### config.mk
export PLATFORM = sky130hd
export DESIGN_NAME = issue_stage
export DESIGN_NICKNAME = d
export VERILOG_FILES = /design/src/source/isa_pkg.sv /design/src/source/issue_pkg.sv /design/src/source/issue_stage.sv /design/src/source/issue_queue.sv /design/src/source/dispatcher.sv
export VERILOG_INCLUDE_DIRS = /design/src /design/src/include
export SDC_FILE = /design/constraint.sdc
export NUM_CORES = 1
export LEC_CHECK = 0
export BUFFER_PORTS_ARGS = -buffer_cell sky130_fd_sc_hd__buf_4
export CELL_PAD_IN_SITES_DETAIL_PLACEMENT = 1
export CELL_PAD_IN_SITES_GLOBAL_PLACEMENT = 1
export CORE_MARGIN = 2
export CORE_UTILIZATION = 49
export CTS_CLUSTER_SIZE = 28
export DETAILED_ROUTE_END_ITERATION = 7
export PLACE_DENSITY_LB_ADDON = 0.1
export SLEW_MARGIN = 40
export SYNTH_ARGS = -nofsm -noshare
export SYNTH_HDL_FRONTEND = slang
export SYNTH_HIERARCHICAL = 1
export SYNTH_SLANG_ARGS = --single-unit
### constraint.sdc
create_clock -name clk -period 17.3 [get_ports clk]
set_input_delay 1.73 -clock clk [delete_from_list [all_inputs] [get_ports clk]]
set_output_delay 1.73 -clock clk [all_outputs]
set_load 0.01 [all_outputs]
### src/include/issue_cfg.svh
`ifndef ISSUE_CFG_SVH
`define ISSUE_CFG_SVH

// instruction field widths
`define ISSUE_REG_W   5
`define ISSUE_IMM_W   32
`define ISSUE_CTRL_W  32
`define ISSUE_EXCP_W  16

// issue queue entries, power of two
`define ISSUE_QUEUE_DEPTH 8

// operation class sits in the low bits of the control word
`define ISSUE_CLASS_LSB 0
`define ISSUE_CLASS_W   4

`endif
### src/source/isa_pkg.sv
`default_nettype none

`include "issue_cfg.svh"

package isa_pkg;

    // architectural register number
    typedef logic [`ISSUE_REG_W-1:0]  reg_idx_t;
    typedef logic [`ISSUE_IMM_W-1:0]  imm_t;

    // decoded control word, class field at the bottom
    typedef logic [`ISSUE_CTRL_W-1:0] ctrl_t;
    typedef logic [`ISSUE_EXCP_W-1:0] excp_arg_t;

    // ALU, MUL and DIV are the arithmetic classes
    typedef enum logic [`ISSUE_CLASS_W-1:0] {
        OP_ALU    = 0,
        OP_BRANCH = 1,
        OP_MUL    = 2,
        OP_CSR    = 3,
        OP_DIV    = 4,
        OP_MEM    = 5
    } op_class_t;

    typedef struct packed {
        reg_idx_t  rd;
        reg_idx_t  rj;
        reg_idx_t  rk;
        imm_t      imm;
        ctrl_t     ctrl;
        excp_arg_t excp_arg;
    } inst_t;

endpackage

`default_nettype wire

### src/source/issue_pkg.sv
`default_nettype none

`include "issue_cfg.svh"

package issue_pkg;

    // one issue slot, valid marks an issued instruction
    typedef struct packed {
        logic          valid;
        isa_pkg::inst_t inst;
    } lane_slot_t;

    // index into the queue, wraps on its own
    typedef logic [$clog2(`ISSUE_QUEUE_DEPTH)-1:0] q_ptr_t;

    // occupancy, needs one extra bit for the full case
    typedef logic [$clog2(`ISSUE_QUEUE_DEPTH+1)-1:0] q_cnt_t;

endpackage

`default_nettype wire

### src/source/issue_stage.sv
`timescale 1ns/1ps
`default_nettype none

module issue_stage (
    input  logic                  clk,
    input  logic                  rst,
    input  logic                  flush,
    input  logic                  push,
    input  isa_pkg::inst_t        push_inst,
    output logic                  full,
    output issue_pkg::lane_slot_t lane_a,
    output issue_pkg::lane_slot_t lane_b
);
    import issue_pkg::*;

    lane_slot_t older;
    lane_slot_t younger;
    lane_slot_t steer_a;
    lane_slot_t steer_b;
    logic       issue_older;
    logic       issue_younger;

    issue_queue u_queue (
        .clk         (clk),
        .rst         (rst),
        .flush       (flush),
        .push        (push),
        .push_inst   (push_inst),
        .pop_older   (issue_older),
        .pop_younger (issue_younger),
        .older       (older),
        .younger     (younger),
        .full        (full)
    );

    dispatcher u_dispatcher (
        .older         (older),
        .younger       (younger),
        .steer_a       (steer_a),
        .steer_b       (steer_b),
        .issue_older   (issue_older),
        .issue_younger (issue_younger)
    );

    // issue registers, always accepted downstream
    always_ff @(posedge clk) begin
        if (rst || flush) begin
            lane_a <= '0;
            lane_b <= '0;
        end else begin
            lane_a <= steer_a;
            lane_b <= steer_b;
        end
    end

endmodule

`default_nettype wire

### src/source/issue_queue.sv
`timescale 1ns/1ps
`default_nettype none

`include "issue_cfg.svh"

module issue_queue (
    input  logic                  clk,
    input  logic                  rst,
    input  logic                  flush,
    input  logic                  push,
    input  isa_pkg::inst_t        push_inst,
    input  logic                  pop_older,
    input  logic                  pop_younger,
    output issue_pkg::lane_slot_t older,
    output issue_pkg::lane_slot_t younger,
    output logic                  full
);
    import isa_pkg::*;
    import issue_pkg::*;

    localparam int DEPTH = `ISSUE_QUEUE_DEPTH;

    inst_t  mem [DEPTH];
    q_ptr_t head;
    q_ptr_t tail;
    q_ptr_t head_next;
    q_cnt_t count;
    q_cnt_t pop_num;
    logic   do_push;
    logic   do_pop_older;
    logic   do_pop_younger;

    assign full = (count == q_cnt_t'(DEPTH));

    // two oldest entries, valid by occupancy
    assign head_next     = head + q_ptr_t'(1);
    assign older.valid   = (count != '0);
    assign older.inst    = mem[head];
    assign younger.valid = (count > q_cnt_t'(1));
    assign younger.inst  = mem[head_next];

    // younger pop only counts together with the older one
    assign do_pop_older   = pop_older & older.valid;
    assign do_pop_younger = do_pop_older & pop_younger & younger.valid;
    assign pop_num        = q_cnt_t'(do_pop_older) + q_cnt_t'(do_pop_younger);

    // push while full or during a flush is dropped
    assign do_push = push & ~full & ~flush;

    always_ff @(posedge clk) begin
        if (rst) begin
            head  <= '0;
            tail  <= '0;
            count <= '0;
        end else if (flush) begin
            head  <= '0;
            tail  <= '0;
            count <= '0;
        end else begin
            head  <= head + q_ptr_t'(pop_num);
            count <= count + q_cnt_t'(do_push) - pop_num;
            if (do_push) begin
                tail <= tail + q_ptr_t'(1);
            end
        end
    end

    // storage only, entries are qualified by count
    always_ff @(posedge clk) begin
        if (do_push) begin
            mem[tail] <= push_inst;
        end
    end

endmodule

`default_nettype wire

### src/source/dispatcher.sv
`timescale 1ns/1ps
`default_nettype none

`include "issue_cfg.svh"

module dispatcher (
    input  issue_pkg::lane_slot_t older,
    input  issue_pkg::lane_slot_t younger,
    output issue_pkg::lane_slot_t steer_a,
    output issue_pkg::lane_slot_t steer_b,
    output logic                  issue_older,
    output logic                  issue_younger
);
    import isa_pkg::*;

    op_class_t older_class;
    op_class_t younger_class;
    logic      older_arith;
    logic      younger_arith;
    logic      dependent;
    logic      both_valid;
    logic      natural_pair;
    logic      swapped_pair;

    function automatic op_class_t class_of(input ctrl_t ctrl);
        return op_class_t'(ctrl[`ISSUE_CLASS_LSB +: `ISSUE_CLASS_W]);
    endfunction

    function automatic logic is_arith(input op_class_t cls);
        return cls inside {OP_ALU, OP_MUL, OP_DIV};
    endfunction

    assign older_class   = class_of(older.inst.ctrl);
    assign younger_class = class_of(younger.inst.ctrl);
    assign older_arith   = is_arith(older_class);
    assign younger_arith = is_arith(younger_class);

    // conservative: every register field is compared, used or not
    assign dependent = (older.inst.rd == younger.inst.rd) |
                       (older.inst.rd == younger.inst.rj) |
                       (older.inst.rd == younger.inst.rk) |
                       (younger.inst.rd == older.inst.rj) |
                       (younger.inst.rd == older.inst.rk);

    assign both_valid = older.valid & younger.valid;

    // younger arithmetic goes straight to lane a
    assign natural_pair = both_valid & ~dependent & younger_arith;

    // arithmetic then memory, swap so the memory op lands on lane b
    assign swapped_pair = both_valid & ~dependent & older_arith &
                          (younger_class == OP_MEM);

    always_comb begin
        steer_a       = '0;
        steer_b       = '0;
        issue_older   = 1'b0;
        issue_younger = 1'b0;
        if (natural_pair) begin
            steer_a       = younger;
            steer_b       = older;
            issue_older   = 1'b1;
            issue_younger = 1'b1;
        end else if (swapped_pair) begin
            steer_a       = older;
            steer_b       = younger;
            issue_older   = 1'b1;
            issue_younger = 1'b1;
        end else if (older.valid) begin
            // single issue on the full lane
            steer_b     = older;
            issue_older = 1'b1;
        end
    end

endmodule

`default_nettype wire

======== Word-level counts from Yosys, hierarchy flattened ========
Memories as Yosys holds them, arrays and structs flattened. A register that Yosys moved wholly into a read port is not among the register bits.
Cells that the tools add are included.
Widths: inputs -> output; s select.
word-level totals
  register bits after elaboration ......... 202
  output and inout port bits .............. 193
  RAM bits ................................ 760
  memories ................................ 1
  logic and storage cells ................. 73
  input bits .............................. 99
cells by class
  eq/ne operators ......................... 11
  $lt $le $gt $ge ......................... 1
  bitwise gates (word level) .............. 17
  reductions and logical operators ........ 7
  muxes and demuxes ....................... 13
  $add $sub $neg .......................... 6
memory list
  memory       depth  width  rd ports  clocked after memory_dff  write ports  RTL line           text
  u_queue.mem  8      95     2         1                         1            issue_queue.sv:23  inst_t mem [DEPTH];
operators with widths
  cell                 number
  $mux 96              5
  $eq 5x5->1           5
  $eq 4x3->1 const B   3
  $and 1x1->1          10
  $eq 4x2->1 const B   2
  $logic_not 4->1      2
  $mux 1               7
  $add 3x1->3 const B  2
  $reduce_bool 3->1    2
  $add 4x1->4          1
  $eq 4x4->1 const B   1
  $gt 4x1->1 const B   1
  $or 1x1->1           4
  $reduce_bool 4->1    1
  $sub 4x4->4          1
  $add 3x3->3          1
  $mux 3               1
  $not 1->1            3
  $add 1x1->2          1
  $reduce_or 2->1      1
  $logic_or 1x1->1     1

======== Longest topological paths before layout ========
Gate-level depths: netlist of the first run.
An unclocked memory read counts as a cell.
  word-level depth ........................ 19
  depth in mapped cells ................... 24
  mapped depth without buffers ............ 17

======== Hierarchy ========
The synthesis of the first run kept the hierarchy.
by module, submodules not included
  module       cells each  instances  area an instance (um^2)  sequential area each (um^2)
  issue_queue  1515        1          34842.2                  23022.1
  issue_stage  426         1          6637.6                   3843.7
  dispatcher   564         1          3171.8                   0.0

======== Least setup slack after synthesis of the first run ========
Ideal clock, no wire load.
  path type ............................... input to register
  start ................................... in push
  end ..................................... mem u_queue/mem[1][0] (netlist name) (enable)
  arrival time ............................ 8.588 ns
  stages .................................. 3
  path slack .............................. 8.047 ns
  path buffers ............................ 0
  data required time ...................... 16.635 ns
  library setup time ...................... 0.665 ns
  cell sequence ........................... nor2b_1 -> nand3_1 -> nor3_1
between the ends
  longest elaborated chain between the ends .. 4
ends and longest elaborated chain
  element                       RTL line           text
  from (decl)                   issue_stage.sv:8   input logic push,
  $and 1x1->1 (2 in a row)      issue_queue.sv:48  assign do_push = push & ~full & ~flush;
  $mux 1                        issue_queue.sv:70  if (do_push) begin
  $mux 1 (implied by the code)  issue_queue.sv:71  mem[tail] <= push_inst;
  to (decl)                     issue_queue.sv:23
No other way between the ends.

==> run_results.csv, run 1 <==
group,metric,value,unit
cells_and_area,layout-drive-gt1-share,0.443,
cts,postCtsSetupRepairBufs,0,
cells_and_area,area_growth,14.4,%
timing,tns,0,ns
grt,antenna_found_initial,10,
worst_setup_path,cp.arrival,7.33,ns
drt,avgViaCountPerCell,6.00,
cts,cts-buffers-inserted,101,
timing,drv_slew,0,
cts,cts.repair.resized,0,
worst_setup_path,rrSetupSlack,10.52,ns
drt,wl_per_cell,28.0,um
drt,ant_nets,0,
die,start_util,0.495,
cts,cts-hold-fix-buffers,0,
cts,cts_tree,"done",
drt,num_vias,24103,
cts,clock-sinks,962,
synth,syn_inst,2505,
cts,worstSkewPairLatency,0.66,ns
timing,whs,0.596,ns
timing,period_needed,6.78,ns
cts,clk_pin_slew,0.06,ns
die,die_y,306,um
pwr,powerDensity,95.4,nW/um^2
drt,initialDrtViolationCount,1656,
worst_setup_path,critPathMaxFanout,67,
placed_design,gp_congestion,0.744,
timing,setup-violations-final,0,
grt,grt_pass1_vias,26873,
min_path,min_from,"u_queue/tail[0]",
synth,synth_area,44700,sq um
worst_setup_path,worstSetupPathType,"flop to flop",
die,dieArea,93600,sq um
die,die_w,306,um
synth,synth_top_area_frac,0.511,
worst_setup_path,reg2regPathDepth,21,
synth,avgSynthCellArea,17.8,sq um
placed_design,dp_hpwl,64900,um
die,rows,110,
timing,timing.final.crit_share,0.392,
pwr,p_leak,17.6,nW
min_path,hold_depth,2,
timing,fin_skew,0.0175,ns
timing,tightest_slew,0.854,ns
synth,yosysTopAreaCell,"edfxtp_1",
run,cap_violations,0,
timing,slew_headroom,0.431,
worst_setup_path,crit_path_end_kind,"flop",
min_path,hold_path_end,"u_queue/tail[0]",
synth,synth.area.top_cells,"edfxtp_1 51%, mux4_2 19%, dfxtp_1 9.1%",
synth,yosys_warnings,6,
worst_setup_path,rr_endpoint,"u_queue/count[2]",
worst_setup_path,rr_startpoint,"u_queue/head[0]",
cts,htree_num_levels,3,
cts,clock-root-buffer,"clkbuf_16",
grt,overflow,0,
synth,synthDistinctLibCells,43,
drt,postRouteWirelength,113000,um
pwr,peakVddDrop,0.0917,mV
timing,final-hold-violation-count,0,
synth,ys_seq_area_frac,0.602,
synth,ys_ff_latch,962,
drt,drc,0,
worst_setup_path,crit_required,17.85,ns
status,status,"finished, final reports clean",
worst_setup_path,worst_setup_path_start_kind,"flop",
grt,grt_start_max_net_pins,95,
min_path,hp-class,"flop to flop",
drt,drt_first_pass_iters,5,
die,coreArea,90100,sq um
cts,cts_buffer_depth,3,
cells_and_area,num-fill-cells,8016,
cells_and_area,fin_nets,2859,
timing,clock.fmax,148,MHz
grt,grt_pass1_wl,171000,um
grt,grt_usage,0.244,
timing,rsz0062_at_grt,"false",
worst_setup_path,crit_start,"u_queue/head[0]",
placed_design,io_buffers,291,
die,ios,292,
## per-stage QoR
step	cell area (sq um)	setup slack, ns	cells	util	total power [W]
floorplan	44700	8.05	2506	-	0.00268
global placement	47400	9.93	3811	0.526	0.00275
detailed placement	47700	10.41	3820	0.529	0.00276
CTS	51100	10.32	4012	0.566	0.00492
global route	51100	10.01	4014	0.567	0.00503
finish	51100	10.52	4015	0.567	0.00487
## cell families (layout without fill, tap and decap cells)
kind of cell	count (synthesis)	count (layout)	synth area share
compound gates	106	106	0.0149
xor+xnor	28	28	0.00549
fa+ha+maj	13	13	0.00398
buf+inv	396	726	0.0466
flops	962	962	0.602
mux	662	662	0.261
other cells	1	5	0.0000840
simple gates	337	337	0.0662
## report_power, final
part	internal, W	switching [W]	total, W
Combinational	0.0000733	0.000115	0.000188
Clock	0.00126	0.000900	0.00216
Sequential	0.00251	0.00000910	0.00252
## metal layers
| metal | global-route usage | part of all wire |
|---|---|---|
| met5 | 0 | 0.00077 |
| met2 | 0.415 | 0.51 |
| met4 | 0.0753 | 0.025 |
| met3 | 0.0453 | 0.057 |
| met1 | 0.319 | 0.41 |
## critical path: stages, from the launching register on
cell and delay, ns:
dfxtp_4 0.81, ha_4 0.53, buf_12 0.30, buf_12 0.42
mux4_2 0.38, mux2_2 0.34, xor2_1 0.19, nor3_1 0.25
a22oi_1 0.16, nand4_1 0.41, buf_6 0.23, buf_4 0.61
nand2_1 0.16, and3_1 0.21, ha_1 0.32, ha_1 0.28
inv_1 0.05, ha_1 0.15, inv_1 0.07, fa_1 0.46
xor2_1 0.17, nor2_1 0.07
## how the worst max path moves through the flow
stage,to,slack (ns),cells past startpoint
3_3_place_gp,u_queue/count[2],9.93,19
2_1_floorplan,u_queue/mem[1][0],8.05,3
4_1_cts,u_queue/count[2],10.32,20
5_1_grt,u_queue/count[2],10.01,21
3_5_place_dp,u_queue/count[2],10.41,20
6_report,u_queue/count[2],10.52,21
## Yosys cell counts (all sizes together)
library cell,n
edfxtp,760
mux4,380
dfxtp,202
inv,196
nor3b,192
mux2,190
buf,165
nand2,101
o22ai,93
mux2i,92
clkbuf,35
xor2,25
nor2,15
ha,11
nor3,7
and2,5
a21oi,4
xnor2,3
a22oi,2
and3,2
fa,2
nand2b,2
nand3,2
nand3b,2
nand4,2
o21ai,2
or2,2
or3,2
a211oi,1
a21o,1
a311oi,1
a31oi,1
a41o,1
and4,1
conb,1
nor2b,1
or3b,1
## flip-flops by register name, indices dropped and copies added (netlist names)
register	flops
u_queue/count	4
lane_b	96
u_queue/head	3
lane_a	96
u_queue/tail	3
u_queue/mem	760
## placed cells by master, fill, tap and decap left out, types with 17 or more instances in the layout
cell / count
buf_4: 298
clkbuf_1: 17
edfxtp_1: 760
mux2_2: 190
mux4_2: 370
inv_1: 196
clkbuf_16: 104
nand2_1: 101
o22ai_1: 93
dfxtp_1: 199
clkinv_2: 25
xor2_1: 24
buf_6: 26
nor3b_2: 180
mux2i_1: 92
## layout make-up
class	instances	area, sq um	area share
Antenna cell	3	7.51	0.000147
Clock buffer	130	2790	0.0546
Clock inverter	62	557	0.0109
Inverter	196	736	0.0144
Multi-Input combinational cell	1148	15800	0.309
Sequential cell	962	26900	0.526
Tap cell	1176	1470	0.0288
Timing Repair Buffer	338	2840	0.0556
No activity file was read; power rests on OpenSTA's default activity.
==> run 2, diff against run 1 <==
==> constraint.sdc (replaced) <==
create_clock -name clk -period 7 [get_ports clk]
set_input_delay 0.7 -clock clk [delete_from_list [all_inputs] [get_ports clk]]
set_output_delay 0.7 -clock clk [all_outputs]
set_load 0.01 [all_outputs]
==> run 2 against run 1 <==
  * Combinational power rose by 150%
  * Die area is the same
  * Worst setup slack worse by 8.8 ns
  * Non-clock buffer count grew 1
  * Clock skew is 0.011 ns higher
  * Register-to-register slack lost 8.8 ns
  * Maximum frequency grew 29%
  * Critical path depth fell by 4
  * Cell area grew 0.77%
  * Worst hold slack got worse by 0.34 ns
==> run_results.csv, run 2 (synthesis results as in run 1) <==
group,metric,value,unit
cells_and_area,diodes,0,
cts,clk_pin_slew,0.06,ns
grt,grt_pass1_wl,171000,um
worst_setup_path,reg2regPathDepth,17,
worst_setup_path,critPathMaxFanout,37,
drt,num_vias,24318,
cells_and_area,final_area,51500,sq um
pwr,p_sw,0.00256,W
cells_and_area,largest_reg_flops,760,
worst_setup_path,crit_path_end,"u_queue/count[2]",
worst_setup_path,worst_setup_path_start_kind,"flop",
timing,timing.final.crit_share,0.749,
cells_and_area,reg.largest.list,"u_queue/mem (760), lane_a (96), lane_b (96)",
placed_design,dp_hpwl,64600,um
pwr,powerDensity,245,nW/um^2
drt,postRouteWirelength,114000,um
cells_and_area,layout-drive-gt1-share,0.445,
run,cap_violations,0,
die,start_util,0.495,
cts,clock-root-buffer,"clkbuf_16",
worst_setup_path,rrSetupSlack,1.76,ns
drt,ant_nets,0,
status,status,"finished, final reports clean",
grt,overflow,0,
cells_and_area,multiInputGateArea,15800,sq um
worst_setup_path,rr_endpoint,"u_queue/count[2]",
cts,clock-sinks,962,
cells_and_area,seqCellArea,26900,sq um
grt,grt_usage,0.245,
pwr,power_frac_comb,0.037,
cts,cts_tree,"done",
pwr,internal_power,0.0100,W
timing,final-hold-violation-count,0,
cts,postCtsSetupRepairBufs,0,
timing,tns,0,ns
cts,cts-hold-fix-buffers,0,
drt,drt_first_pass_iters,7,
cts,cts-buffers-inserted,104,
placed_design,gp_congestion,0.737,
cts,cts_buffer_depth,3,
die,dieArea,93600,sq um
worst_setup_path,crit_path_end_kind,"flop",
pwr,swShare,0.203,
timing,setup-violations-final,0,
drt,wl_per_cell,28.3,um
die,rows,110,
die,die_w,306,um
timing,tightest_slew,0.892,ns
timing,fin_skew,0.0287,ns
pwr,p_leak,17.8,nW
min_path,hp-class,"primary input to flop",
die,die_y,306,um
cells_and_area,utilization,0.571,
timing,period_needed,5.24,ns
die,coreArea,90100,sq um
drt,avgViaCountPerCell,6.05,
timing,clock.fmax,191,MHz
worst_setup_path,crit_start,"u_queue/head[1]",
cts,htree_num_levels,3,
worst_setup_path,worstSetupPathType,"flop to flop",
cells_and_area,num-fill-cells,7918,
cells_and_area,final_cell_mix,"760 x edfxtp_1, 370 x mux4_2, 302 x buf_4",
grt,antenna_found_initial,7,
drt,initialDrtViolationCount,1619,
timing,post-route-worst-setup-slack,1.76,ns
cells_and_area,fin_nets,2863,
die,ios,292,
cts,worstSkewPairLatency,0.68,ns
timing,rsz0062_at_grt,"false",
drt,drc,0,
timing,drv_slew,0,
timing,slew_headroom,0.405,
cts,cts.repair.resized,0,
cells_and_area,regMostFlops,"u_queue/mem",
worst_setup_path,crit_required,7.55,ns
pwr,seq_power_share,0.495,
placed_design,io_buffers,291,
pwr,clkPwrFrac,0.467,
worst_setup_path,cp.arrival,5.80,ns
grt,grt_start_max_net_pins,116,
grt,grt_pass1_vias,27000,
pwr,peakVddDrop,0.182,mV
cells_and_area,final_common_cell,"edfxtp_1",
worst_setup_path,rr_startpoint,"u_queue/head[1]",
placed_design,post_dp_cell_area,47700,sq um
placed_design,dp_slack,1.75,ns
pwr,power,0.0126,W
cells_and_area,area_growth,15.3,%
## run 2: layout make-up
class | count | area share
Tap cell | 1176 | 0.0286
Clock buffer | 138 | 0.0583
Multi-Input combinational cell | 1148 | 0.307
Inverter | 196 | 0.0143
Clock inverter | 60 | 0.0144
Sequential cell | 962 | 0.522
Timing Repair Buffer | 339 | 0.0550
## run 2: critical path, stage by stage, from the launching register on
cell and delay (ns):
dfxtp_4 0.36, ha_4 0.64, buf_12 0.32, buf_4 0.61, mux4_2 0.41, mux2_2 0.31
and4_1 0.24, nand4_1 0.36, nand2_1 0.10, and3_1 0.19, ha_1 0.33, ha_1 0.28
inv_1 0.06, ha_1 0.16, inv_1 0.07, fa_1 0.42, xor2_1 0.15, nor2_1 0.06
## run 2: layer usage
metal	track usage	part of all wire
met5	0	0.00073
met2	0.421	0.51
met4	0.0612	0.018
met1	0.326	0.41
met3	0.0406	0.055
## run 2: worst min path at each step
| stage | startpoint | end | cells after the start |
|---|---|---|---|
| CTS | push_inst[33] | u_queue/mem[7][33] | 1 |
| global route | push_inst[10] | u_queue/mem[2][10] | 1 |
| floorplan | u_queue/tail[0] | u_queue/tail[0] | 2 |
| detailed placement | u_queue/tail[0] | u_queue/tail[0] | 2 |
| finish | push_inst[20] | u_queue/mem[1][20] | 1 |
| global placement | u_queue/tail[0] | u_queue/tail[0] | 2 |
## run 2: through the flow
step           hold slack [ns]  cells
2_1_floorplan            0.483   2506
3_3_place_gp             0.502   3813
3_5_place_dp             0.525   3820
4_1_cts                  0.204   4018
5_1_grt                  0.236   4019
6_report                 0.252   4019
## run 2: power by group through the flow
stage	Combinational, W	Clock, W	Sequential, W
after floorplan	0.000273	0	0.00636
after global placement	0.000447	0	0.00635
after detailed placement	0.000471	0	0.00635
after CTS	0.000474	0.00600	0.00623
after global routing	0.000510	0.00621	0.00623
final	0.000469	0.00588	0.00623
